`src/include/core_cfg.svh`:
```
`ifndef CORE_CFG_SVH
`define CORE_CFG_SVH

// data path and pc width, one word
`define CFG_XLEN 32

// register file addressing
`define CFG_REG_AW 5
`define CFG_NREGS 32

// first fetch address, in words
`define CFG_RESET_PC 32'h0000_0000

`endif

```
`src/hdl/core_pkg.sv`:
```
`include "core_cfg.svh"

package core_pkg;

    // rv32i major opcodes, inst[6:0]
    typedef enum logic [6:0] {
        OPC_LUI    = 7'b0110111,
        OPC_AUIPC  = 7'b0010111,
        OPC_JAL    = 7'b1101111,
        OPC_JALR   = 7'b1100111,
        OPC_BRANCH = 7'b1100011,
        OPC_LOAD   = 7'b0000011,
        OPC_STORE  = 7'b0100011,
        OPC_OP_IMM = 7'b0010011,
        OPC_OP     = 7'b0110011,
        OPC_SYSTEM = 7'b1110011
    } opcode_e;

    // alu class, execute resolves FUNCT from funct3 and bit 30
    typedef enum logic [1:0] {
        ALU_ADD    = 2'd0,
        ALU_BRANCH = 2'd1,
        ALU_FUNCT  = 2'd2,
        ALU_PASS_B = 2'd3
    } alu_op_e;

    typedef enum logic [1:0] {
        JUMP_NONE   = 2'd0,
        JUMP_BRANCH = 2'd1,
        JUMP_JAL    = 2'd2,
        JUMP_JALR   = 2'd3
    } jump_e;

    // write-back source select
    typedef enum logic [1:0] {
        WR_ALU     = 2'd0,
        WR_MEM     = 2'd1,
        WR_PC_PLUS = 2'd2,
        WR_IMM     = 2'd3
    } wr_mux_e;

    // forward[0] marks an rs1 read, forward[1] an rs2 read
    typedef struct packed {
        alu_op_e    alu_op;
        jump_e      jump;
        logic [1:0] forward;
        wr_mux_e    wr_mux;
        logic       uart;
        logic       dmem;
        logic       csr_we;
        logic       reg_we;
        logic [2:0] load;
    } ctrl_t;

    typedef struct packed {
        logic                   valid;
        ctrl_t                  ctrl;
        logic [2:0]             funct3;
        logic                   alu30;
        logic [`CFG_XLEN-1:0]   pc;
        logic [`CFG_XLEN-1:0]   pc_plus;
        logic [`CFG_XLEN-1:0]   imm;
        logic [`CFG_REG_AW-1:0] rd;
        logic [`CFG_REG_AW-1:0] rs1;
        logic [`CFG_REG_AW-1:0] rs2;
        logic [`CFG_XLEN-1:0]   reg1_data;
        logic [`CFG_XLEN-1:0]   reg2_data;
    } id_ex_t;

endpackage

```
`src/hdl/pc_gen.sv`:
```
`timescale 1ns/10ps
`include "core_cfg.svh"

module pc_gen (
    input  logic                 clk_i,
    input  logic                 rst_n_i,
    input  logic                 step_i,
    input  logic                 redirect_i,
    input  logic [`CFG_XLEN-1:0] target_i,
    output logic [`CFG_XLEN-1:0] pc_o
);

    logic [`CFG_XLEN-1:0] pc_q;

    // redirect wins over the sequential step
    always_ff @(posedge clk_i) begin
        if (!rst_n_i) begin
            pc_q <= `CFG_RESET_PC;
        end else if (redirect_i) begin
            pc_q <= target_i;
        end else if (step_i) begin
            pc_q <= pc_q + 1'b1;
        end
    end

    assign pc_o = pc_q;

endmodule

```
`src/hdl/regfile.sv`:
```
`timescale 1ns/10ps
`include "core_cfg.svh"

module regfile (
    input  logic                   clk_i,
    input  logic                   rst_n_i,
    input  logic                   we_i,
    input  logic [`CFG_REG_AW-1:0] waddr_i,
    input  logic [`CFG_XLEN-1:0]   wdata_i,
    input  logic [`CFG_REG_AW-1:0] raddr1_i,
    input  logic [`CFG_REG_AW-1:0] raddr2_i,
    output logic [`CFG_XLEN-1:0]   rdata1_o,
    output logic [`CFG_XLEN-1:0]   rdata2_o
);

    logic [`CFG_XLEN-1:0] regs [`CFG_NREGS];
    logic                 wr_ok;

    // x0 is never written
    assign wr_ok = we_i && (waddr_i != '0);

    always_ff @(posedge clk_i) begin
        if (!rst_n_i) begin
            for (int i = 0; i < `CFG_NREGS; i++) begin
                regs[i] <= '0;
            end
        end else if (wr_ok) begin
            regs[waddr_i] <= wdata_i;
        end
    end

    // same cycle write is visible to the reader
    assign rdata1_o = (raddr1_i == '0) ? '0 :
                      (wr_ok && waddr_i == raddr1_i) ? wdata_i : regs[raddr1_i];
    assign rdata2_o = (raddr2_i == '0) ? '0 :
                      (wr_ok && waddr_i == raddr2_i) ? wdata_i : regs[raddr2_i];

endmodule

```
`src/hdl/control_unit.sv`:
```
`timescale 1ns/10ps

module control_unit (
    input  logic [6:0]      opcode_i,
    input  logic [2:0]      funct3_i,
    output core_pkg::ctrl_t ctrl_o
);

    import core_pkg::*;

    always_comb begin
        // unknown opcodes leave everything at zero
        ctrl_o = '0;
        case (opcode_i)
            OPC_LUI: begin
                ctrl_o.alu_op = ALU_PASS_B;
                ctrl_o.wr_mux = WR_IMM;
                ctrl_o.reg_we = 1'b1;
            end
            OPC_AUIPC: begin
                ctrl_o.alu_op = ALU_ADD;
                ctrl_o.wr_mux = WR_ALU;
                ctrl_o.reg_we = 1'b1;
            end
            OPC_JAL: begin
                ctrl_o.jump   = JUMP_JAL;
                ctrl_o.wr_mux = WR_PC_PLUS;
                ctrl_o.reg_we = 1'b1;
            end
            OPC_JALR: begin
                ctrl_o.jump    = JUMP_JALR;
                ctrl_o.forward = 2'b01;
                ctrl_o.wr_mux  = WR_PC_PLUS;
                ctrl_o.reg_we  = 1'b1;
            end
            OPC_BRANCH: begin
                ctrl_o.jump    = JUMP_BRANCH;
                ctrl_o.alu_op  = ALU_BRANCH;
                ctrl_o.forward = 2'b11;
            end
            OPC_LOAD: begin
                ctrl_o.forward = 2'b01;
                ctrl_o.dmem    = 1'b1;
                ctrl_o.wr_mux  = WR_MEM;
                ctrl_o.reg_we  = 1'b1;
                ctrl_o.load    = funct3_i;
            end
            OPC_STORE: begin
                ctrl_o.forward = 2'b11;
                ctrl_o.dmem    = 1'b1;
            end
            OPC_OP_IMM: begin
                ctrl_o.alu_op  = ALU_FUNCT;
                ctrl_o.forward = 2'b01;
                ctrl_o.reg_we  = 1'b1;
            end
            OPC_OP: begin
                ctrl_o.alu_op  = ALU_FUNCT;
                ctrl_o.forward = 2'b11;
                ctrl_o.reg_we  = 1'b1;
            end
            OPC_SYSTEM: begin
                // csr ops write rd, ecall goes to the console
                ctrl_o.csr_we  = (funct3_i != 3'b000);
                ctrl_o.reg_we  = (funct3_i != 3'b000);
                ctrl_o.forward = {1'b0, funct3_i != 3'b000};
                ctrl_o.uart    = (funct3_i == 3'b000);
            end
            default: begin
                ctrl_o = '0;
            end
        endcase
    end

endmodule

```
`src/hdl/imm_gen.sv`:
```
`timescale 1ns/10ps
`include "core_cfg.svh"

module imm_gen (
    input  logic [`CFG_XLEN-1:0] inst_i,
    output logic [`CFG_XLEN-1:0] imm_o,
    output logic [`CFG_XLEN-1:0] offset_o
);

    import core_pkg::*;

    logic [`CFG_XLEN-1:0] imm_i, imm_s, imm_b, imm_u, imm_j;

    assign imm_i = {{20{inst_i[31]}}, inst_i[31:20]};
    assign imm_s = {{20{inst_i[31]}}, inst_i[31:25], inst_i[11:7]};
    assign imm_b = {{19{inst_i[31]}}, inst_i[31], inst_i[7], inst_i[30:25], inst_i[11:8], 1'b0};
    assign imm_u = {inst_i[31:12], 12'b0};
    assign imm_j = {{11{inst_i[31]}}, inst_i[31], inst_i[19:12], inst_i[20], inst_i[30:21], 1'b0};

    always_comb begin
        case (inst_i[6:0])
            OPC_JALR, OPC_LOAD, OPC_OP_IMM, OPC_SYSTEM: imm_o = imm_i;
            OPC_STORE:                                  imm_o = imm_s;
            OPC_BRANCH:                                 imm_o = imm_b;
            OPC_LUI, OPC_AUIPC:                         imm_o = imm_u;
            OPC_JAL:                                    imm_o = imm_j;
            default:                                    imm_o = '0;
        endcase
    end

    // byte offset for the pc-relative targets
    assign offset_o = (inst_i[6:0] == OPC_JAL) ? imm_j : imm_b;

endmodule

```
`src/hdl/id.sv`:
```
`timescale 1ns/10ps
`include "core_cfg.svh"

module id (
    input  logic [`CFG_XLEN-1:0]   inst_i,
    input  logic                   inst_valid_i,
    input  logic [`CFG_XLEN-1:0]   pc_i,
    input  logic [`CFG_XLEN-1:0]   reg1_data_i,
    input  logic [`CFG_XLEN-1:0]   reg2_data_i,
    output logic [`CFG_REG_AW-1:0] reg1_addr_o,
    output logic [`CFG_REG_AW-1:0] reg2_addr_o,
    output logic                   redirect_o,
    output logic [`CFG_XLEN-1:0]   redirect_pc_o,
    output core_pkg::id_ex_t       id_ex_d_o
);

    import core_pkg::*;

    ctrl_t                ctrl;
    logic [2:0]           funct3;
    logic [`CFG_XLEN-1:0] imm;
    logic [`CFG_XLEN-1:0] offset;
    logic [`CFG_XLEN-1:0] jalr_sum;
    logic                 taken;

    assign funct3      = inst_i[14:12];
    assign reg1_addr_o = inst_i[19:15];
    assign reg2_addr_o = inst_i[24:20];

    control_unit i_control_unit (
        .opcode_i (inst_i[6:0]),
        .funct3_i (funct3),
        .ctrl_o   (ctrl)
    );

    imm_gen i_imm_gen (
        .inst_i   (inst_i),
        .imm_o    (imm),
        .offset_o (offset)
    );

    // branch compare, signedness from funct3
    always_comb begin
        case (funct3)
            3'b000:  taken = (reg1_data_i == reg2_data_i);
            3'b001:  taken = (reg1_data_i != reg2_data_i);
            3'b100:  taken = ($signed(reg1_data_i) < $signed(reg2_data_i));
            3'b101:  taken = ($signed(reg1_data_i) >= $signed(reg2_data_i));
            3'b110:  taken = (reg1_data_i < reg2_data_i);
            3'b111:  taken = (reg1_data_i >= reg2_data_i);
            default: taken = 1'b0;
        endcase
    end

    // pc counts words, so byte offsets drop two bits
    assign jalr_sum      = reg1_data_i + imm;
    assign redirect_pc_o = (ctrl.jump == JUMP_JALR) ? {2'b00, jalr_sum[`CFG_XLEN-1:2]} :
                           pc_i + {{2{offset[`CFG_XLEN-1]}}, offset[`CFG_XLEN-1:2]};

    assign redirect_o = inst_valid_i &&
                        ((ctrl.jump == JUMP_JAL) || (ctrl.jump == JUMP_JALR) ||
                         (ctrl.jump == JUMP_BRANCH && taken));

    always_comb begin
        id_ex_d_o           = '0;
        id_ex_d_o.valid     = inst_valid_i;
        id_ex_d_o.ctrl      = ctrl;
        id_ex_d_o.funct3    = funct3;
        id_ex_d_o.alu30     = inst_i[30];
        id_ex_d_o.pc        = pc_i;
        id_ex_d_o.pc_plus   = pc_i + 1'b1;
        id_ex_d_o.imm       = imm;
        id_ex_d_o.rd        = inst_i[11:7];
        id_ex_d_o.rs1       = reg1_addr_o;
        id_ex_d_o.rs2       = reg2_addr_o;
        id_ex_d_o.reg1_data = reg1_data_i;
        id_ex_d_o.reg2_data = reg2_data_i;
    end

endmodule

```
`src/hdl/id_ex.sv`:
```
`timescale 1ns/10ps

module id_ex (
    input  logic             clk_i,
    input  logic             rst_n_i,
    input  core_pkg::id_ex_t d_i,
    output core_pkg::id_ex_t q_o
);

    import core_pkg::*;

    id_ex_t q;

    always_ff @(posedge clk_i) begin
        if (!rst_n_i) begin
            q <= '0;
        end else begin
            q <= d_i;
            // bubble carries no writes downstream
            if (!d_i.valid) begin
                q.ctrl <= '0;
            end
        end
    end

    assign q_o = q;

endmodule

```
`src/hdl/decode_top.sv`:
```
`timescale 1ns/10ps
`include "core_cfg.svh"

module decode_top (
    input  logic                   clk_i,
    input  logic                   rst_n_i,
    input  logic [`CFG_XLEN-1:0]   inst_i,
    input  logic                   inst_valid_i,
    input  logic                   wb_we_i,
    input  logic [`CFG_REG_AW-1:0] wb_addr_i,
    input  logic [`CFG_XLEN-1:0]   wb_data_i,
    output logic [`CFG_XLEN-1:0]   pc_o,
    output core_pkg::id_ex_t       id_ex_o,
    output logic                   redirect_o
);

    import core_pkg::*;

    logic [`CFG_XLEN-1:0]   redirect_pc;
    logic [`CFG_REG_AW-1:0] reg1_addr, reg2_addr;
    logic [`CFG_XLEN-1:0]   reg1_data, reg2_data;
    id_ex_t                 id_ex_d;

    pc_gen i_pc_gen (
        .clk_i      (clk_i),
        .rst_n_i    (rst_n_i),
        .step_i     (inst_valid_i),
        .redirect_i (redirect_o),
        .target_i   (redirect_pc),
        .pc_o       (pc_o)
    );

    // write-back port comes straight from outside
    regfile i_regfile (
        .clk_i    (clk_i),
        .rst_n_i  (rst_n_i),
        .we_i     (wb_we_i),
        .waddr_i  (wb_addr_i),
        .wdata_i  (wb_data_i),
        .raddr1_i (reg1_addr),
        .raddr2_i (reg2_addr),
        .rdata1_o (reg1_data),
        .rdata2_o (reg2_data)
    );

    id i_id (
        .inst_i        (inst_i),
        .inst_valid_i  (inst_valid_i),
        .pc_i          (pc_o),
        .reg1_data_i   (reg1_data),
        .reg2_data_i   (reg2_data),
        .reg1_addr_o   (reg1_addr),
        .reg2_addr_o   (reg2_addr),
        .redirect_o    (redirect_o),
        .redirect_pc_o (redirect_pc),
        .id_ex_d_o     (id_ex_d)
    );

    id_ex i_id_ex (
        .clk_i   (clk_i),
        .rst_n_i (rst_n_i),
        .d_i     (id_ex_d),
        .q_o     (id_ex_o)
    );

endmodule

```
`config.mk`:
```
export PLATFORM = sky130hd
export DESIGN_NAME = decode_top
export DESIGN_NICKNAME = d
export VERILOG_FILES = /design/src/hdl/core_pkg.sv /design/src/hdl/pc_gen.sv /design/src/hdl/regfile.sv /design/src/hdl/control_unit.sv /design/src/hdl/imm_gen.sv /design/src/hdl/id.sv /design/src/hdl/id_ex.sv /design/src/hdl/decode_top.sv
export VERILOG_INCLUDE_DIRS = /design/src /design/src/include
export SDC_FILE = /design/constraint.sdc
export NUM_CORES = 2
export LEC_CHECK = 0
export ABC_AREA = 1
export BUFFER_PORTS_ARGS = -buffer_cell sky130_fd_sc_hd__buf_2
export CORE_ASPECT_RATIO = 0.7
export CORE_MARGIN = 2
export CORE_UTILIZATION = 36
export CTS_CLUSTER_DIAMETER = 150
export DETAILED_ROUTE_END_ITERATION = 10
export GPL_ROUTABILITY_DRIVEN = 0
export PLACE_DENSITY = 0.51
export SLEW_MARGIN = 20
export SYNTH_ARGS = -nofsm -noshare
export SYNTH_HDL_FRONTEND = slang
export SYNTH_HIERARCHICAL = 1
export SYNTH_SLANG_ARGS = --single-unit
export TNS_END_PERCENT = 1
```
`constraint.sdc`:
```
create_clock -name clk_i -period 4.5 [get_ports clk_i]
set_input_delay 0.9 -clock clk_i [delete_from_list [all_inputs] [get_ports clk_i]]
set_output_delay 0.9 -clock clk_i [all_outputs]
set_load 0.02 [all_outputs]
```
# Word level (Yosys, flattened, before mapping)

Memory sizes are Yosys's and may differ from the RTL's.
Cells that the tools add are included.

Input bits: 73
Word-level logic and storage cells: 99
Bits in writable memories: 1,024
Bits in registers: 227
Memories: 1
Output and inout port bits: 228

Memory list:

| name           | depth | width | read ports | clocked after memory_dff | write ports | RTL line      | source |
|---|---|---|---|---|---|---|---|
| i_regfile.regs | 32    | 32    | 2          | 0                        | 32          | regfile.sv:16 | `` logic [`CFG_XLEN-1:0] regs [`CFG_NREGS]; `` |

Muxes and demuxes: 23
Order comparisons: 4
Add/sub/neg operators: 3
Reduce and logical (&&, ||, !) cells: 25
Equality and inequality tests: 22

Operators by type and width:

| kind                  | number |
|---|---|
| $mux 32               | 8 |
| $pmux 32 s5           | 1 |
| $add 32x32->32        | 2 |
| $ge 32x32->1          | 2 |
| $lt 32x32->1          | 2 |
| $add 32x1->32 const B | 1 |
| $eq 32x32->1          | 1 |
| $ne 32x32->1          | 1 |
| $reduce_or 32->1      | 1 |
| $eq 7x7->1 const B    | 4 |
| $pmux 2 s3            | 4 |
| $eq 7x6->1 const B    | 3 |
| $mux 20               | 1 |
| $eq 7x5->1 const B    | 2 |
| $eq 3x3->1 const B    | 4 |
| $eq 5x5->1            | 2 |
| $logic_not 5->1       | 2 |
| $reduce_or 2->1       | 4 |
| $eq 7x2->1 const B    | 1 |
| $reduce_or 7->1       | 1 |
| $mux 1                | 6 |
| $pmux 1 s6            | 1 |
| $reduce_and 3->1      | 2 |
| $reduce_or 3->1       | 2 |
| other kinds (13)      | 19 |

# Longest topological paths before layout

Depth after elaboration: 11
Depth in mapped cells: 39

# Cells and area by module

Netlist, hierarchy kept.

By module, submodules not included:

| module       | cells an instance | instances | area an instance (µm²) | seq. area each (µm²) |
|---|---|---|---|---|
| regfile      | 7,407             | 1         | 58,342.2               | 30,749.5 |
| id           | 1,122             | 1         | 6,503.7                | 0.0 |
| id_ex        | 606               | 1         | 5,510.3                | 3,903.7 |
| pc_gen       | 339               | 1         | 2,164.6                | 640.6 |
| imm_gen      | 175               | 1         | 865.8                  | 0.0 |
| control_unit | 56                | 1         | 264.0                  | 0.0 |

# Worst setup path after synthesis

OpenSTA, ideal clock, no wires.

Path type: input -> register
Start: input port inst_i[21]
End: register i_pc_gen.pc_q[18], in the netlist i_pc_gen/pc_o[18]
Setup slack: -0.423 ns
Setup time: 0.070 ns
Arrival: 4.852 ns
Data required time: 4.430 ns
Stages on the path: 29
Path buffers: 7
Cells stage by stage: buf_4 > buf_2 > buf_4 > buf_4 > clkbuf_1 > o211ai_1 > nand3_1 > nand3_1 > nand2_1 > nand2_1 > a21oi_1 > inv_1 > ha_1 > nand2_1 > nor2_1 > nand2_1 > nor3b_1 > nand2_1 > o21ai_0 > inv_1 > nand2_1 > nor2_1 > nand3_1 > nand2_1 > a21oi_1 > buf_2 > buf_1 > a22oi_1 > a21oi_1

Word-level cells in the longest chain between the ends: 10
Elaborated cells on any way between the ends: 21

RTL lines:

| item                                                  | RTL line         | source |
|---|---|---|
| start: declaration                                    | decode_top.sv:7  | `` input logic [`CFG_XLEN-1:0] inst_i, `` |
| branches (longest 3 deep; another with $mem_v2 32x32) | n/a              |  |
| $mux 32 *                                             | regfile.sv:35    | `assign rdata2_o = (raddr2_i == '0) ? '0 :` |
| net reg2_data[31]                                     | decode_top.sv:21 | `` logic [`CFG_XLEN-1:0] reg1_data, reg2_data; `` |
| $ge 32x32->1 (tied with other cells)                  | id.sv:50         | `3'b111: taken = (reg1_data_i >= reg2_data_i);` |
| $pmux 1 s6 *                                          | id.sv:44         | `case (funct3)` |
| $logic_and 1x1->1 *                                   | id.sv:62         | `(ctrl.jump == JUMP_BRANCH && taken));` |
| $logic_or 1x1->1 *                                    | id.sv:61         | `((ctrl.jump == JUMP_JAL) \|\| (ctrl.jump == JUMP_JALR) \|\|` |
| $logic_and 1x1->1 *                                   | id.sv:60         | `assign redirect_o = inst_valid_i &&` |
| net redirect_o                                        | decode_top.sv:14 | `output logic redirect_o` |
| $mux 32 or $reduce_bool 2->1 (tied branches)          | n/a              |  |
| end signal: assignment                                | pc_gen.sv:18     | `` pc_q <= `CFG_RESET_PC; `` |
| end signal: assignment                                | pc_gen.sv:20     | `pc_q <= target_i;` |
| end signal: assignment                                | pc_gen.sv:22     | `pc_q <= pc_q + 1'b1;` |
| end: declaration                                      | pc_gen.sv:13     | `` logic [`CFG_XLEN-1:0] pc_q; `` |

Mark *: on every way through the listed nets, which the timed path passes.
A chain may end at the register's enable or synchronous reset.

# Worst setup path in the final report

Start: input port inst_i[17]
End: output port redirect_o

Word-level cells in the longest chain between the ends: 9
Elaborated cells on any way between the ends: 16

RTL lines:

| item                                                  | RTL line         | source |
|---|---|---|
| branches (longest 3 deep; another with $mem_v2 32x32) | n/a              |  |
| $mux 32 *                                             | regfile.sv:33    | `assign rdata1_o = (raddr1_i == '0) ? '0 :` |
| net reg1_data[20]                                     | decode_top.sv:21 |  |
| $ge 32x32->1 (tied with other cells)                  | id.sv:50         |  |
| $pmux 1 s6 *                                          | id.sv:44         |  |
| $logic_and 1x1->1 *                                   | id.sv:62         |  |
| $logic_or 1x1->1 *                                    | id.sv:61         |  |
| $logic_and 1x1->1 *                                   | id.sv:60         |  |
| end: declaration                                      | decode_top.sv:14 |  |

Marked as above.

==> out/results.txt <==
Clock net sink count: 1,251
DP HPWL: 229.9 mm
Worst Setup Slack, final: -0.8163 ns
Max Slew Vio Count: 0
Total number of yosys warnings: 6
Die area: 208,200 um2
Area Overhead vs Synth: 23.48%
Arr. time, crit path: 4.42 ns
Worst R2R Path Depth: 30
Number of global-route vias before repair: 68,230
Grt total ovfl: 0
Clk_skew: 0.03989 ns
RSZ-0062 raised after global routing: yes
Antenna-violating nets left: 0
Worst-path clk slew: 0.06 ns
WL final: 341.9 mm
Clock Root Buffer: clkbuf_16
Die height: 382.4 um
Mean post-synth cell area: 7.590 um2
CTS tree: yes
Final hold viol count: 0
CTS Buf Count: 142
Slew HR: 28.77%
Core Box Area: 202,700 um2
Worst hold-check path type: in -> reg
Placed cell areas: 83,530 um2
Failing checks: setup timing
Placed Cells: 12,870
Via count: 74,040
CP Data Required Time: 3.60 ns
First-pass GRT wire length: 484.3 mm
CP startpoint kind: input pin
Die X: 544.5 um
DRC: 0
Via/cell ratio: 5.604
Worst IR drop on VDD: 0.0002943 V
IO Pins: 301
Layout fillers: 19,910
Cell Pwr Density: 340.5 nW/um2
Largest net degree at the start of global routing: 72
Hold depth: 3
Post-route setup TNS: -0.8557 ns
Max FO, Critical Path: 16
Maxcap violations: 0
Layout cells sized above 1: 18.46%
Gr usage total: 31.88%
H-tree levels: 4
Final period utilization: 118.1%
Drt first pass iters: 8
# rows: 138
Initial antenna violation count: 22
Pwr Total: 0.03096 W
Max frequency: 188.1 MHz
Final min period: 5.316 ns
CP endpoint kind: output pin
# port buffers: 300
Starting Density: 36.32%
Number of DRC markers in iteration 0: 12,410
Worst slew pin tran: 1.062 ns
Wirelength per Cell: 25.88 um
Final Cell Area: 90,920 um2
Mapped Cells: 9,701
Clk_lat worst skew: 0.82 ns
Post-Layout Cell Count: 13,210
Final setup violation count: 4
Leak: 41.96 nW
Status: finished, violations left
Setup CP Type: in -> out
Max Root-Sink Buffers: 4
Post-Syn Area: 73,630 um2
Layout Nets: 10,550
==> layout make-up <==
cell class | count | area [um2] | area share [%]
diodes | 11 | 27.53 | 0.03027
clock buffers | 183 | 3939 | 4.332
clock inverters | 52 | 456.7 | 0.5023
inverters | 1027 | 3933 | 4.325
multi-input cells | 6627 | 31540 | 34.69
flip-flops and latches | 1251 | 35290 | 38.82
well taps | 2730 | 3416 | 3.757
repair buffers | 1326 | 12270 | 13.50
repair inverters | 5 | 46.29 | 0.05092
==> metrics by stage <==
stage / hold slack (ns) / utilization [%] / setup slack, ns
finish: 0.3184 / 44.85 / -0.8163
detailed placement: 0.6236 / 41.21 / -1.262
floorplan: 0.6317 / - / 0.00001421
CTS: 0.2815 / 44.69 / -0.6823
global placement: 0.6204 / 41.21 / -1.293
global route: 0.3094 / 44.85 / -0.9475
==> path summary, 6_finish.rpt <==
path,from,endpoint,slack [ns]
max,inst_i[17],redirect_o,-0.82
max reg2reg,i_regfile/regs[21][7],i_pc_gen/pc_o[19],0.25
min reg2reg,i_pc_gen/pc_o[5],i_id_ex/q_o[148],0.64
min,inst_i[8],i_id_ex/q_o[75],0.32
==> per-layer routing <==
layer / wire length [um] / vias to the layer above / track usage [%]
met4: 16470 / 6 / 12.77
met5: 34 / - / 0
met1: 145700 / 35510 / 47.41
met2: 134900 / 4997 / 43.74
met3: 44840 / 765 / 7.581
li1: - / 32760 / -
==> sequential cells by signal, summed over array words and instances, names as in the netlist <==
| name | count |
|---|---|
| i_id_ex/q_o | 195 |
| i_pc_gen/pc_o | 32 |
| i_regfile/regs | 1024 |
==> what timing repair did <==
action / CTS / global route
pin swaps: 69 / 19
resized for setup: 292 / 52
hold buffers: 0 / 0
endpoints found under the setup margin: 33 / 30
cloned: 39 / 2
buffers inserted: 55 / 8
==> power by group <==
group	switching (W)	total (W)	internal [W]	leakage (nW)
clock network	0.00505	0.0116	0.00657	2.16
registers	0.000276	0.0134	0.0131	11.6
logic	0.00387	0.00596	0.00208	28.2
total	0.00920	0.0310	0.0218	42.0
==> worst max-delay path, cell delays in order <==
cell and delay, ns:
buf_12 0.13, inv_6 0.21, buf_4 0.25, buf_12 0.20, buf_4 0.18, buf_4 0.11
nand3_1 0.08, nand3_1 0.10, nand3_2 0.15, nand2_1 0.14, a21oi_1 0.10, ha_1 0.29
nand2_1 0.09, nor2_4 0.15, nor3b_4 0.28, nand2_2 0.12, o21ai_2 0.13, inv_1 0.05
nand2_1 0.07, nor2_2 0.04, nand3_2 0.09, nand2_2 0.08, a21oi_4 0.21, buf_6 0.14
==> cells in the final DEF (no fill, tap or decap), types with 121 or more instances in the layout <==
master        n
o21ai_0     425
buf_2       290
inv_1       996
a21oi_1     314
nand2_2     121
nand3_1    1113
clkbuf_16   152
edfxtp_1   1024
dfxtp_1     227
o211ai_1    208
nand2_1    2250
buf_12      125
nor2_1     1543
buf_4       811
Power figures use the tool's default switching activity.
